--- src/include/axi_chk_config.svh ---
/*
 * AXI4 write monitor configuration
 * Bus geometry and queue depths shared by the package and the top level
 */

`ifndef AXI_CHK_CONFIG_SVH
`define AXI_CHK_CONFIG_SVH

// Write address width in bits
`define AXI_CHK_ADDR_W 32

`define AXI_CHK_STRB_W 8  // Byte lanes of a 64-bit data bus

// Depth of the AW and W queues
`define AXI_CHK_AW_DEPTH 4
`define AXI_CHK_W_DEPTH  4

`endif

--- src/rtl/axi_chk_pkg.sv ---
/*
 * AXI4 write monitor types
 * Accepted AW commands, W beats, per-beat lane requests and beat reports
 */

`default_nettype none

`include "axi_chk_config.svh"

package axi_chk_pkg;

   localparam int ADDR_W = `AXI_CHK_ADDR_W;
   localparam int STRB_W = `AXI_CHK_STRB_W;
   localparam int LANE_W = $clog2(`AXI_CHK_STRB_W);  // Bits to index one byte lane

   // AXI4 AWBURST encodings, 2'b11 is reserved
   typedef enum logic [1:0] {
      FIXED = 2'b00,
      INCR  = 2'b01,
      WRAP  = 2'b10
   } burst_e;

   typedef struct packed {
      logic [ADDR_W-1:0] addr;   // AWADDR
      logic [7:0]        len;    // AWLEN, beats minus one
      logic [2:0]        size;   // AWSIZE, log2 of transfer bytes
      burst_e            burst;  // AWBURST
   } aw_cmd_t;

   typedef struct packed {
      logic [STRB_W-1:0] strb;  // WSTRB
      logic              last;  // WLAST
   } w_beat_t;

   // One W beat paired with the window its command allows
   typedef struct packed {
      logic [LANE_W-1:0] lower_lane;
      logic [LANE_W-1:0] upper_lane;
      logic              last_expected;  // Beat count equals AWLEN
      logic [STRB_W-1:0] strb;
      logic              last;
   } lane_req_t;

   typedef struct packed {
      logic [7:0] beat_num;  // Position within the burst, from 0
      logic       strb_err;
      logic       last_err;
   } beat_report_t;

endpackage

`default_nettype wire

--- src/rtl/beat_addr_gen.sv ---
/*
 * Beat address generator
 * Walks the head AW burst beat by beat against the W queue, giving each
 * beat its legal byte-lane window and whether WLAST is due on it
 */

`default_nettype none

module beat_addr_gen
   import axi_chk_pkg::*;
(
   input  logic      axi_assert,
   input  logic      rst_n,
   input  logic      cmd_valid,
   input  aw_cmd_t   cmd,
   input  logic      beat_valid,
   input  w_beat_t   beat,
   output logic      cmd_ready,
   output logic      beat_ready,
   output logic      req_valid,
   output lane_req_t req
);

   logic [7:0]        beat_cnt;      // Beats already paired in the head burst
   logic [ADDR_W-1:0] cur_addr;      // Address of the next beat after the first
   logic [ADDR_W-1:0] wrap_base;     // Lower wrap boundary of the head burst
   logic              first_beat;
   logic              pair;
   logic              final_beat;
   logic [ADDR_W-1:0] beat_addr;
   logic [ADDR_W-1:0] xfer_bytes;
   logic [ADDR_W-1:0] size_mask;
   logic [ADDR_W-1:0] aligned_addr;
   logic [ADDR_W-1:0] incr_addr;
   logic [ADDR_W-1:0] wrap_bytes;
   logic [ADDR_W-1:0] start_base;
   logic [ADDR_W-1:0] base_addr;
   logic [ADDR_W-1:0] next_addr;
   logic [LANE_W-1:0] lower_lane;
   logic [LANE_W-1:0] upper_lane;

   // First beat takes its address straight from the head command
   // so pairing costs no extra cycle
   always_comb begin
      first_beat   = (beat_cnt == 8'd0);
      beat_addr    = first_beat ? cmd.addr : cur_addr;
      xfer_bytes   = ADDR_W'(1) << cmd.size;     // S, never wider than the bus
      size_mask    = xfer_bytes - ADDR_W'(1);
      aligned_addr = beat_addr & ~size_mask;
      incr_addr    = aligned_addr + xfer_bytes;

      // Wrap span is S times (len+1)
      wrap_bytes = (ADDR_W'(cmd.len) + ADDR_W'(1)) << cmd.size;
      start_base = cmd.addr & ~(wrap_bytes - ADDR_W'(1));
      base_addr  = first_beat ? start_base : wrap_base;

      lower_lane = beat_addr[LANE_W-1:0];                                 // A mod NB
      upper_lane = aligned_addr[LANE_W-1:0] + size_mask[LANE_W-1:0];  // Top lane of transfer

      case (cmd.burst)
         FIXED:   next_addr = beat_addr;
         WRAP:    next_addr = (incr_addr == base_addr + wrap_bytes) ? base_addr : incr_addr;
         default: next_addr = incr_addr;    // INCR, reserved treated alike
      endcase
   end

   assign pair       = cmd_valid && beat_valid;
   assign final_beat = (beat_cnt == cmd.len);   // Count reaches AWLEN
   assign beat_ready = pair;
   assign cmd_ready  = pair && final_beat;      // Command leaves with its last beat

   // Burst progress
   always_ff @(posedge axi_assert or negedge rst_n) begin
      if (!rst_n) begin
         beat_cnt  <= 8'd0;
         req_valid <= 1'b0;
      end else begin
         req_valid <= pair;
         if (pair)
            beat_cnt <= final_beat ? 8'd0 : beat_cnt + 8'd1;
      end
   end

   // Address state and request payload
   always_ff @(posedge axi_assert) begin
      if (pair) begin
         cur_addr          <= next_addr;
         wrap_base         <= base_addr;
         req.lower_lane    <= lower_lane;
         req.upper_lane    <= upper_lane;
         req.last_expected <= final_beat;
         req.strb          <= beat.strb;
         req.last          <= beat.last;
      end
   end

endmodule

`default_nettype wire

--- config.mk ---
export PLATFORM = sky130hd
export DESIGN_NAME = beat_addr_gen
export DESIGN_NICKNAME = d
export VERILOG_FILES = /design/src/rtl/axi_chk_pkg.sv /design/src/rtl/beat_addr_gen.sv
export VERILOG_INCLUDE_DIRS = /design/src /design/src/include
export SDC_FILE = /design/constraint.sdc
export NUM_CORES = 1
export LEC_CHECK = 0
export ABC_CLOCK_PERIOD_IN_PS = 14310
export BUFFER_PORTS_ARGS = -buffer_cell sky130_fd_sc_hd__buf_2
export CAP_MARGIN = 20
export CORE_MARGIN = 4
export CORE_UTILIZATION = 50
export CTS_CLUSTER_DIAMETER = 100
export DETAILED_ROUTE_END_ITERATION = 8
export PLACE_DENSITY = 0.69
export SLEW_MARGIN = 0
export SYNTH_ARGS = -nofsm -noshare
export SYNTH_HDL_FRONTEND = slang
export SYNTH_SLANG_ARGS = --single-unit
--- constraint.sdc ---
create_clock -name axi_assert -period 14.31 [get_ports axi_assert]
set_input_delay 2.862 -clock axi_assert [delete_from_list [all_inputs] [get_ports axi_assert]]
set_output_delay 2.862 -clock axi_assert [all_outputs]
set_load 0.05 [all_outputs]
Word level (Yosys, flattened, before mapping)
Cells that the tools add are included.
Word-level totals
  register bits: 89
  input port bits: 58
  output and inout bits: 19
  logic and storage cells: 34
Operators by class
  add/sub/neg operators: 7
  equality and inequality tests: 3
  shifts and indexed selects: 2
  muxes and demuxes: 5
  bitwise operators: 4
  reductions and logical operators: 4
Operators by type and width (number)
  two-way mux 32 bit: 3
  adder 32 bit: 2
  bitwise AND 32 bit: 2
  inverter 32 bit: 2
  one-hot mux 32 bit (2 select lines): 1
  subtractor 32 x 1 -> 32 bit, second input constant: 2
  equality test 32 bit: 1
  left shift 1 x 3 -> 32 bit, first input constant: 1
  left shift 9 x 3 -> 32 bit: 1
  adder 8 x 1 -> 9 bit, second input constant: 1
  adder 8 x 1 -> 8 bit, second input constant: 1
  equality test 8 bit: 1
  zero test 8 bit: 1
  two-way mux 8 bit: 1
  adder 3 bit: 1
  equality test 2 bit, second input constant: 1
  logical AND 1 bit: 2
  zero test 2 bit: 1

Depth between registers and ports, before layout
Gate-level depths: netlist (run 1).
  word-level depth: 10
  mapped depth: 34
  mapped depth without buffers: 29

Least setup slack after synthesis (run 1)
No wires, ideal clock.
  kind: in2reg
  start: input cmd[2] (netlist bit)
  end: register cur_addr[12] (data pin)
  arrival time: 9.177 ns
  data required time: 14.051 ns
  setup slack: 4.874 ns
  stages on the path: 33
  path buffers: 6
  cells stage by stage: clkbuf_1 > clkbuf_1 > buf_1 > nand2_1 > o21ai_0 > nand2b_1 > ha_1 > o21ai_0 > a31oi_1 > nand3_1 > nor2_1 > and2_1 > nor3b_1 > nor3b_1 > mux2i_1 > nand2_1 > nand3_1 > o21ai_0 > ha_1 > nand3_1 > nor3b_1 > a211oi_1 > o21bai_1 > or4_1 > a21oi_1 > a211oi_1 > or4_1 > or3_1 > buf_2 > buf_6 > buf_6 > o31ai_1 > nor2_1
Between the ends
  cells in the longest elaborated chain, start to end: 9
  elaborated cells on any way between the ends: 14
Ends and longest elaborated chain
  start, declared: line beat_addr_gen.sv:15  | input aw_cmd_t cmd,
  left shift 9 x 3 -> 32 bit: line beat_addr_gen.sv:53  | wrap_bytes = (ADDR_W'(cmd.len) + ADDR_W'(1)) << cmd.size;
  subtractor 32 x 1 -> 32 bit: line beat_addr_gen.sv:54  | start_base = cmd.addr & ~(wrap_bytes - ADDR_W'(1));
  inverter 32 bit: line beat_addr_gen.sv:54
  bitwise AND 32 bit: line beat_addr_gen.sv:54
  two-way mux 32 bit: line beat_addr_gen.sv:55  | base_addr = first_beat ? start_base : wrap_base;
  net base_addr[14]: line beat_addr_gen.sv:37  | logic [ADDR_W-1:0] base_addr;
  adder 32 bit: line beat_addr_gen.sv:62  | WRAP: next_addr = (incr_addr == base_addr + wrap_bytes) ? base_addr : incr_addr;
  equality test 32 bit: line beat_addr_gen.sv:62
  two-way mux 32 bit: line beat_addr_gen.sv:62
  one-hot mux 32 bit (2 select lines): line beat_addr_gen.sv:60  | case (cmd.burst)
  net next_addr[12]: line beat_addr_gen.sv:38  | logic [ADDR_W-1:0] next_addr;
  end signal, assigned: line beat_addr_gen.sv:87  | cur_addr <= next_addr;
  end, declared: line beat_addr_gen.sv:25  | logic [ADDR_W-1:0] cur_addr;
The timed path passes the listed nets, and every way through them passes these cells.
A chain may end at the register's enable or synchronous reset.

Worst setup path after layout (run 1)
  start: input cmd[3] (netlist bit)
  end: register cur_addr[16] (data pin)
Same word-level chain as after synthesis.

==> metrics.txt, run 1 <==
DRT Pass-1 Iters 5; detailed-route via count 9,036; count of final hold-check violations 0; GR Util met3 0.0489; Slew @ Worst Pin 843 ps; Post-synth EDFFs 80; most frequent cells in the layout nand2_1 (106), edfxtp_1 (80), nor2_1 (78); CTS buffer count 9; Hold Path Class flip-flop to flip-flop; FF+latch area 2630 sq um; depth of the most critical reg-to-reg path 25; post-cts repair resize count 0; fin cells between 1,000 and 1,500; synthesized instance count between 1,000 and 1,500; critical hold path startpoint wrap_base[15]; largest cells by area after synthesis edfxtp_1 (26%), xnor2_1 (6.7%), nand2_1 (4.4%); RSZ-0062 raised after global routing no; Final nets 1,221; Fillers around 1,700; antenna cells 0; most crowded layer after global routing met2; H-Tree Depth 3; WP buf/inv 4; clock slew at reported path FFs 80 ps; Crit Path Class input port to flip-flop; Clock Latency Late Sink around 360 ps; row count 49; syn_area_per_cell 8.28 sq um; syn_nets 1,181; hpwl dp about 22 mm; Final Setup Violations 0; die area 20,400 sq um; clock buffer depth 2; Final Routed Wirelength a little over 30 mm; Post-CTS Setup Repair Bufs 0; Synth Warn # 0; max cap viols 0; leakage 3.92 nW; power per standard cell area approximately 150 nW/um^2; Synth area leader edfxtp_1; Ports 77; Clock Sinks 89; Total Neg Setup Slack 0 ps; # DRC 0; placeable core area 17,900 sq um; DP Cell Count 1,353; Clk Tree Root Cell clkbuf_16; Clock Skew around 11 ps; initial antenna violation count 0; P&R area growth vs syn 9.03%; Yosys cell types 91; Final Max Tran Viols 0; cell family with most CP delay simple AND/OR/NAND/NOR gates; Crit path largest cell delay 550 ps; GPL Wtd Cong about 0.95; crit share post-route 0.760; Crit Reg-Reg Endpoint cur_addr[16]; IO Port Bufs 76; Starting Density 0.508; critical path's most frequent cell nand3_1; share of post-route cells with drive strength above 1 0.121; fmax 91.9 MHz; relative slew slack 0.424; critical path data required time approximately 14,000 ps; GR met2 Demand/Resource 0.466; GR Overflow Total 0; Multi-input gate area 6050 sq um; Seq/Total Area, Yosys 0.289; WL/cell 22.1 um; status finished, final reports clean; die height 143 um; fraction of registers with async set/reset 0.101; Tot Pwr 0.00150 W; Startpoint Class input port; Worst Hold Depth 2; met1 global-route usage 0.396; cell area after synthesis 9090 sq um; commonest non-fill, non-tap cell in the layout nand2_1; GRT Overall Usage 0.294; Critical Path Sink Type flip-flop; FF-to-FF Start beat_cnt[0]; CTS tree done; number of global-route vias before repair 8,292; fin crit period 10,880 ps; Initial DRC Count 1,178; largest net degree at the start of global routing 46; Final Util 0.553; hold path endpoint wrap_base[15]; first-pass GRT wire length 46.6 mm; critical-path maximum fanout 41; Routed Antenna Nets 0; critical path data arrival time 11,010 ps; Avg Vias per Cell around 6.6; Hold Slack between 600 and 700 ps; synthesized flop and latch total 89; slowest CP cell or3_1; maximum vdd ir drop 0.000114 V; Synth Flop Type edfxtp_1; Worst path depth 31; hold buffers post-CTS 0; Die X 143 um; FF-to-FF setup slack around 6500 ps; post-synth top area share 0.264
[cell families (layout without fill, tap and decap cells)]
logic type / count (synthesis) / in the layout / share of synthesized area
other: 1 / 1 / 0.000413
DFF: 89 / 89 / 0.289
and+or+nand+nor: 454 / 454 / 0.263
buffers and inverters: 98 / 143 / 0.0471
adders and majority gates: 26 / 26 / 0.0366
AOI/OAI and AO/OA: 303 / 303 / 0.226
muxes: 20 / 20 / 0.0223
xor gates and xnor gates: 106 / 106 / 0.116
[cell usage after synthesis (28+ instances only)]
cell type / count
inv_1: 36
edfxtp_1: 80
o21ai_0: 56
and3_1: 29
xnor2_1: 69
nor2_1: 79
nor3_1: 30
nand3_1: 67
a21oi_1: 75
nand2_1: 107
clkbuf_1: 38
xor2_1: 28
[flip-flops by register name (all words and copies together), names as in the netlist]
name / flops
req_valid: 1
req: 16
wrap_base: 32
cur_addr: 32
beat_cnt: 8
[per-layer routing]
layer / vias up / part of all wire
li1: 4219 / -
met1: 4265 / 0.42
met2: 469 / 0.46
met3: 83 / 0.078
met4: 0 / 0.042
met5: - / 0
[cell type report]
class                   count  area share
multi-input cells         910       0.611
flip-flops and latches     89       0.265
repair buffers             90      0.0510
well taps                 229      0.0289
clock buffers               9      0.0227
inverters                  37      0.0141
clock inverters             7     0.00732
[how the worst max path moves through the flow]
| stage | from | slack, ps | end |
|---|---|---|---|
| 2_1_floorplan | cmd[2] | 4870 | cur_addr[12] |
| 6_report | cmd[3] | 3430 | cur_addr[16] |
| 5_1_grt | cmd[3] | 2700 | cur_addr[27] |
| 4_1_cts | cmd[3] | 3580 | cur_addr[16] |
| 3_3_place_gp | cmd[3] | 3460 | cur_addr[16] |
| 3_5_place_dp | cmd[3] | 3220 | cur_addr[16] |
[through the flow]
step | setup slack [ps] | cell area (sq um)
after detailed placement | 3220 | 9580
after CTS | 3580 | 9870
after global placement | 3460 | 9580
after global routing | 2700 | 9910
final | 3430 | 9910
after floorplan | 4870 | 9090
[worst register-to-register path, stage by stage, from the launching register on]
cell      delay [ps]
dfrtp_1          460
inv_1             90
ha_1             160
or3b_1           350
buf_4            200
nor2_2           540
buf_4            370
nand3_1          130
nand2_1          190
ha_1             260
a21o_1           190
a311o_1          380
a21oi_1          430
o21ai_0          240
nor3b_1          180
a211oi_1         380
o21bai_1         250
nand3_1          340
nor4_1            90
nor4b_1          260
a211oi_1         100
or4_1            540
or3_1            550
buf_4            370
or3_1            400
and3_1           190
[power by group]
part           total [W]  switching (W)  leakage, nW  internal [W]
combinational   0.000892       0.000555         2.90      0.000337
clock           0.000244       0.000121        0.143      0.000123
sequential      0.000363      0.0000244        0.872      0.000338
total            0.00150       0.000700         3.92      0.000799
Note: power is estimated with default switching activity, not from simulation.
==> run 2, diff against run 1 <==
--- a/config.mk
+++ b/config.mk
@@ -6,14 +6,15 @@
 export SDC_FILE = /design/constraint.sdc
 export NUM_CORES = 1
 export LEC_CHECK = 0
-export ABC_CLOCK_PERIOD_IN_PS = 14310
+export ABC_AREA = 1
+export ABC_CLOCK_PERIOD_IN_PS = 9800
 export BUFFER_PORTS_ARGS = -buffer_cell sky130_fd_sc_hd__buf_2
 export CAP_MARGIN = 20
 export CORE_MARGIN = 4
 export CORE_UTILIZATION = 50
 export CTS_CLUSTER_DIAMETER = 100
 export DETAILED_ROUTE_END_ITERATION = 8
-export PLACE_DENSITY = 0.69
+export PLACE_DENSITY = 0.71
 export SLEW_MARGIN = 0
 export SYNTH_ARGS = -nofsm -noshare
 export SYNTH_HDL_FRONTEND = slang
==> constraint.sdc (replaced) <==
create_clock -name axi_assert -period 9.8 [get_ports axi_assert]
set_input_delay 1.96 -clock axi_assert [delete_from_list [all_inputs] [get_ports axi_assert]]
set_output_delay 1.96 -clock axi_assert [all_outputs]
set_load 0.05 [all_outputs]
==> run 2 against run 1 <==
Register-to-register slack worse by 3600 ps; setup slack worse by 1400 ps; first-iteration DRC count is 8.0% lower; sequential cell count stayed put; largest cell class unchanged; synthesized cell count is 40% higher; routed wire length is 1.1% higher; combinational power is 54% lower; non-clock buffer count is 7 lower; total power is 15% lower; clock power is 64% higher; highest routed layer unchanged; sequential power is 29% higher; count of clock-buffer cells in the layout stayed put.
==> metrics.txt, run 2 <==
met1 global-route usage 0.389; post-cts repair resize count 0; hold buffers post-CTS 0; Yosys cell types 53; biggest regs cur_addr: 32 flops, wrap_base: 32 flops, req: 16 flops; Routed Antenna Nets 0; IO Port Bufs 76; Slew @ Worst Pin 947 ps; CTS tree done; maximum vdd ir drop 0.0000860 V; fmax 129 MHz; Clk Tree Root Cell clkbuf_16; cell area after synthesis 9640 sq um; DRT Pass-1 Iters 5; top-count cell post-synth nand2_1; syn_area_per_cell 6.27 sq um; Startpoint Class input port; WL/cell 16.5 um; RSZ-0062 raised after global routing no; synthesized instance count 1,538; share of post-route cells with drive strength above 1 0.121; cell family with most CP delay simple AND/OR/NAND/NOR gates; status finished, final reports clean; first-pass GRT wire length around 49 mm; Clock Latency Late Sink between 300 and 400 ps; max cap viols 0; GRT Overall Usage 0.282; count of final hold-check violations 0; post-synth top area share 0.249; fin crit period 7730 ps; Crit Path Class input port to flip-flop; die height about 150 um; most frequent cells in the layout nand2_1 (449), inv_1 (217), nand3_1 (199); Synth Flop Type edfxtp_1; detailed-route via count 10,400; antenna cells 0; Hold Slack approximately 600 ps; critical path data required time 9920 ps; syn_nets 1,622; row count 50; Post-CTS Setup Repair Bufs 0; hpwl dp roughly 23 mm; critical path's most frequent cell nand2_1; Post-synth EDFFs 80; clock slew at reported path FFs 70 ps; Synth Warn # 0; crit share post-route 0.789; Critical Path Sink Type flip-flop; H-Tree Depth 3; Hold Path Class flip-flop to flip-flop; largest cells by area after synthesis edfxtp_1 (25%), nand2_1 (17%), nand3_1 (10%); GR Util met3 0.0503; critical path data arrival time 7850 ps; GPL Wtd Cong between 1 and 1.5; Clock Skew 16.2 ps; fraction of registers with async set/reset 0.101; commonest non-fill, non-tap cell in the layout nand2_1; # DRC 0; number of global-route vias before repair 9,739; placeable core area approximately 19,000 sq um; relative slew slack 0.365; Final Setup Violations 0; Die X about 150 um; slowest CP cell a21oi_1; Final Util 0.558; WP buf/inv 5; Avg Vias per Cell 5.59; Final Routed Wirelength 30.6 mm; die area ~22,000 sq um; Tot Pwr ~0.0013 W; largest net degree at the start of global routing 53; most crowded layer after global routing met2; CTS buffer count 9; power per standard cell area ~120 nW/um^2; clock buffer depth 2; Crit path largest cell delay 490 ps; leakage 5.30 nW; Final nets ~1,700; P&R area growth vs syn 9.04%; synthesized flop and latch total just under 90; Synth area leader edfxtp_1; GR met2 Demand/Resource 0.446; Initial DRC Count roughly 1,100; Total Neg Setup Slack 0 ps; Seq/Total Area, Yosys 0.273; Starting Density 0.512; initial antenna violation count 0; critical-path maximum fanout 32; GR Overflow Total 0; Commonest cells post-synth nand2_1 (449), inv_1 (218), nand3_1 (199), nor2_1 (179), edfxtp_1 (80); Clock Sinks 89; Final Max Tran Viols 0; Ports 77
-- run 2: final timing paths --
kind,start,to,slack [ps],depth (start not counted)
worst max register to register,beat_cnt[0],cur_addr[25],2860,31
worst max-delay path,cmd[2],cur_addr[25],2070,33
worst min register to register,beat_cnt[7],beat_cnt[7],590,2
min in group asynchronous,rst_n,beat_cnt[5],1430,1
worst min-delay path,beat_cnt[7],beat_cnt[7],590,2
max in group asynchronous,rst_n,beat_cnt[7],8170,1
-- run 2: metrics by stage --
step / worst slack (ps) / std cells / instance area, sq um
floorplan: 3500 / 1538 / 9640
global placement: 1870 / 1840 / 10200
detailed placement: 1890 / 1840 / 10200
CTS: 2260 / 1856 / 10500
global route: 1500 / 1857 / 10500
finish: 2070 / 1857 / 10500
-- run 2: layout make-up --
cell class / instances / area (sq um)
Clock buffer: 9 / 225
Clock inverter: 7 / 98.8
Fill cell: 1947 / 8320
Inverter: 242 / 911
Multi-Input combinational cell: 1167 / 5870
Sequential cell: 89 / 2630
Tap cell: 260 / 325
Timing Repair Buffer: 83 / 453
-- run 2: worst reg2reg max path, delay by kind of cell, from the launching register on --
family                   cells  cell delay (ps)
buffers and inverters        6             1620
flip-flops                   1              410
AND/OR/NAND/NOR             16             2030
adder cells (fa/ha/maj)      3              900
AO/OA/AOI/OAI                6             1730
-- run 2: cells by family after synthesis --
group           synth area share
xor+xnor                  0.0335
fa+ha+maj                 0.0345
compound gates            0.0748
other cells             0.000389
buf+inv                    0.119
simple gates               0.465
flops                      0.273
-- run 2: where the power goes --
part / leakage, nW / internal (W) / total [W] / switching (W)
Combinational: 4.29 / 0.000126 / 0.000411 / 0.000286
Clock: 0.157 / 0.000226 / 0.000399 / 0.000173
Sequential: 0.859 / 0.000450 / 0.000468 / 0.0000178
Total: 5.30 / 0.000802 / 0.00128 / 0.000476
-- run 2: routing by layer --
metal | wire length, um | part of all wire
met1 | 13400 | 0.44
met2 | 13600 | 0.44
met3 | 2850 | 0.093
met4 | 790 | 0.026
met5 | 0 | 0
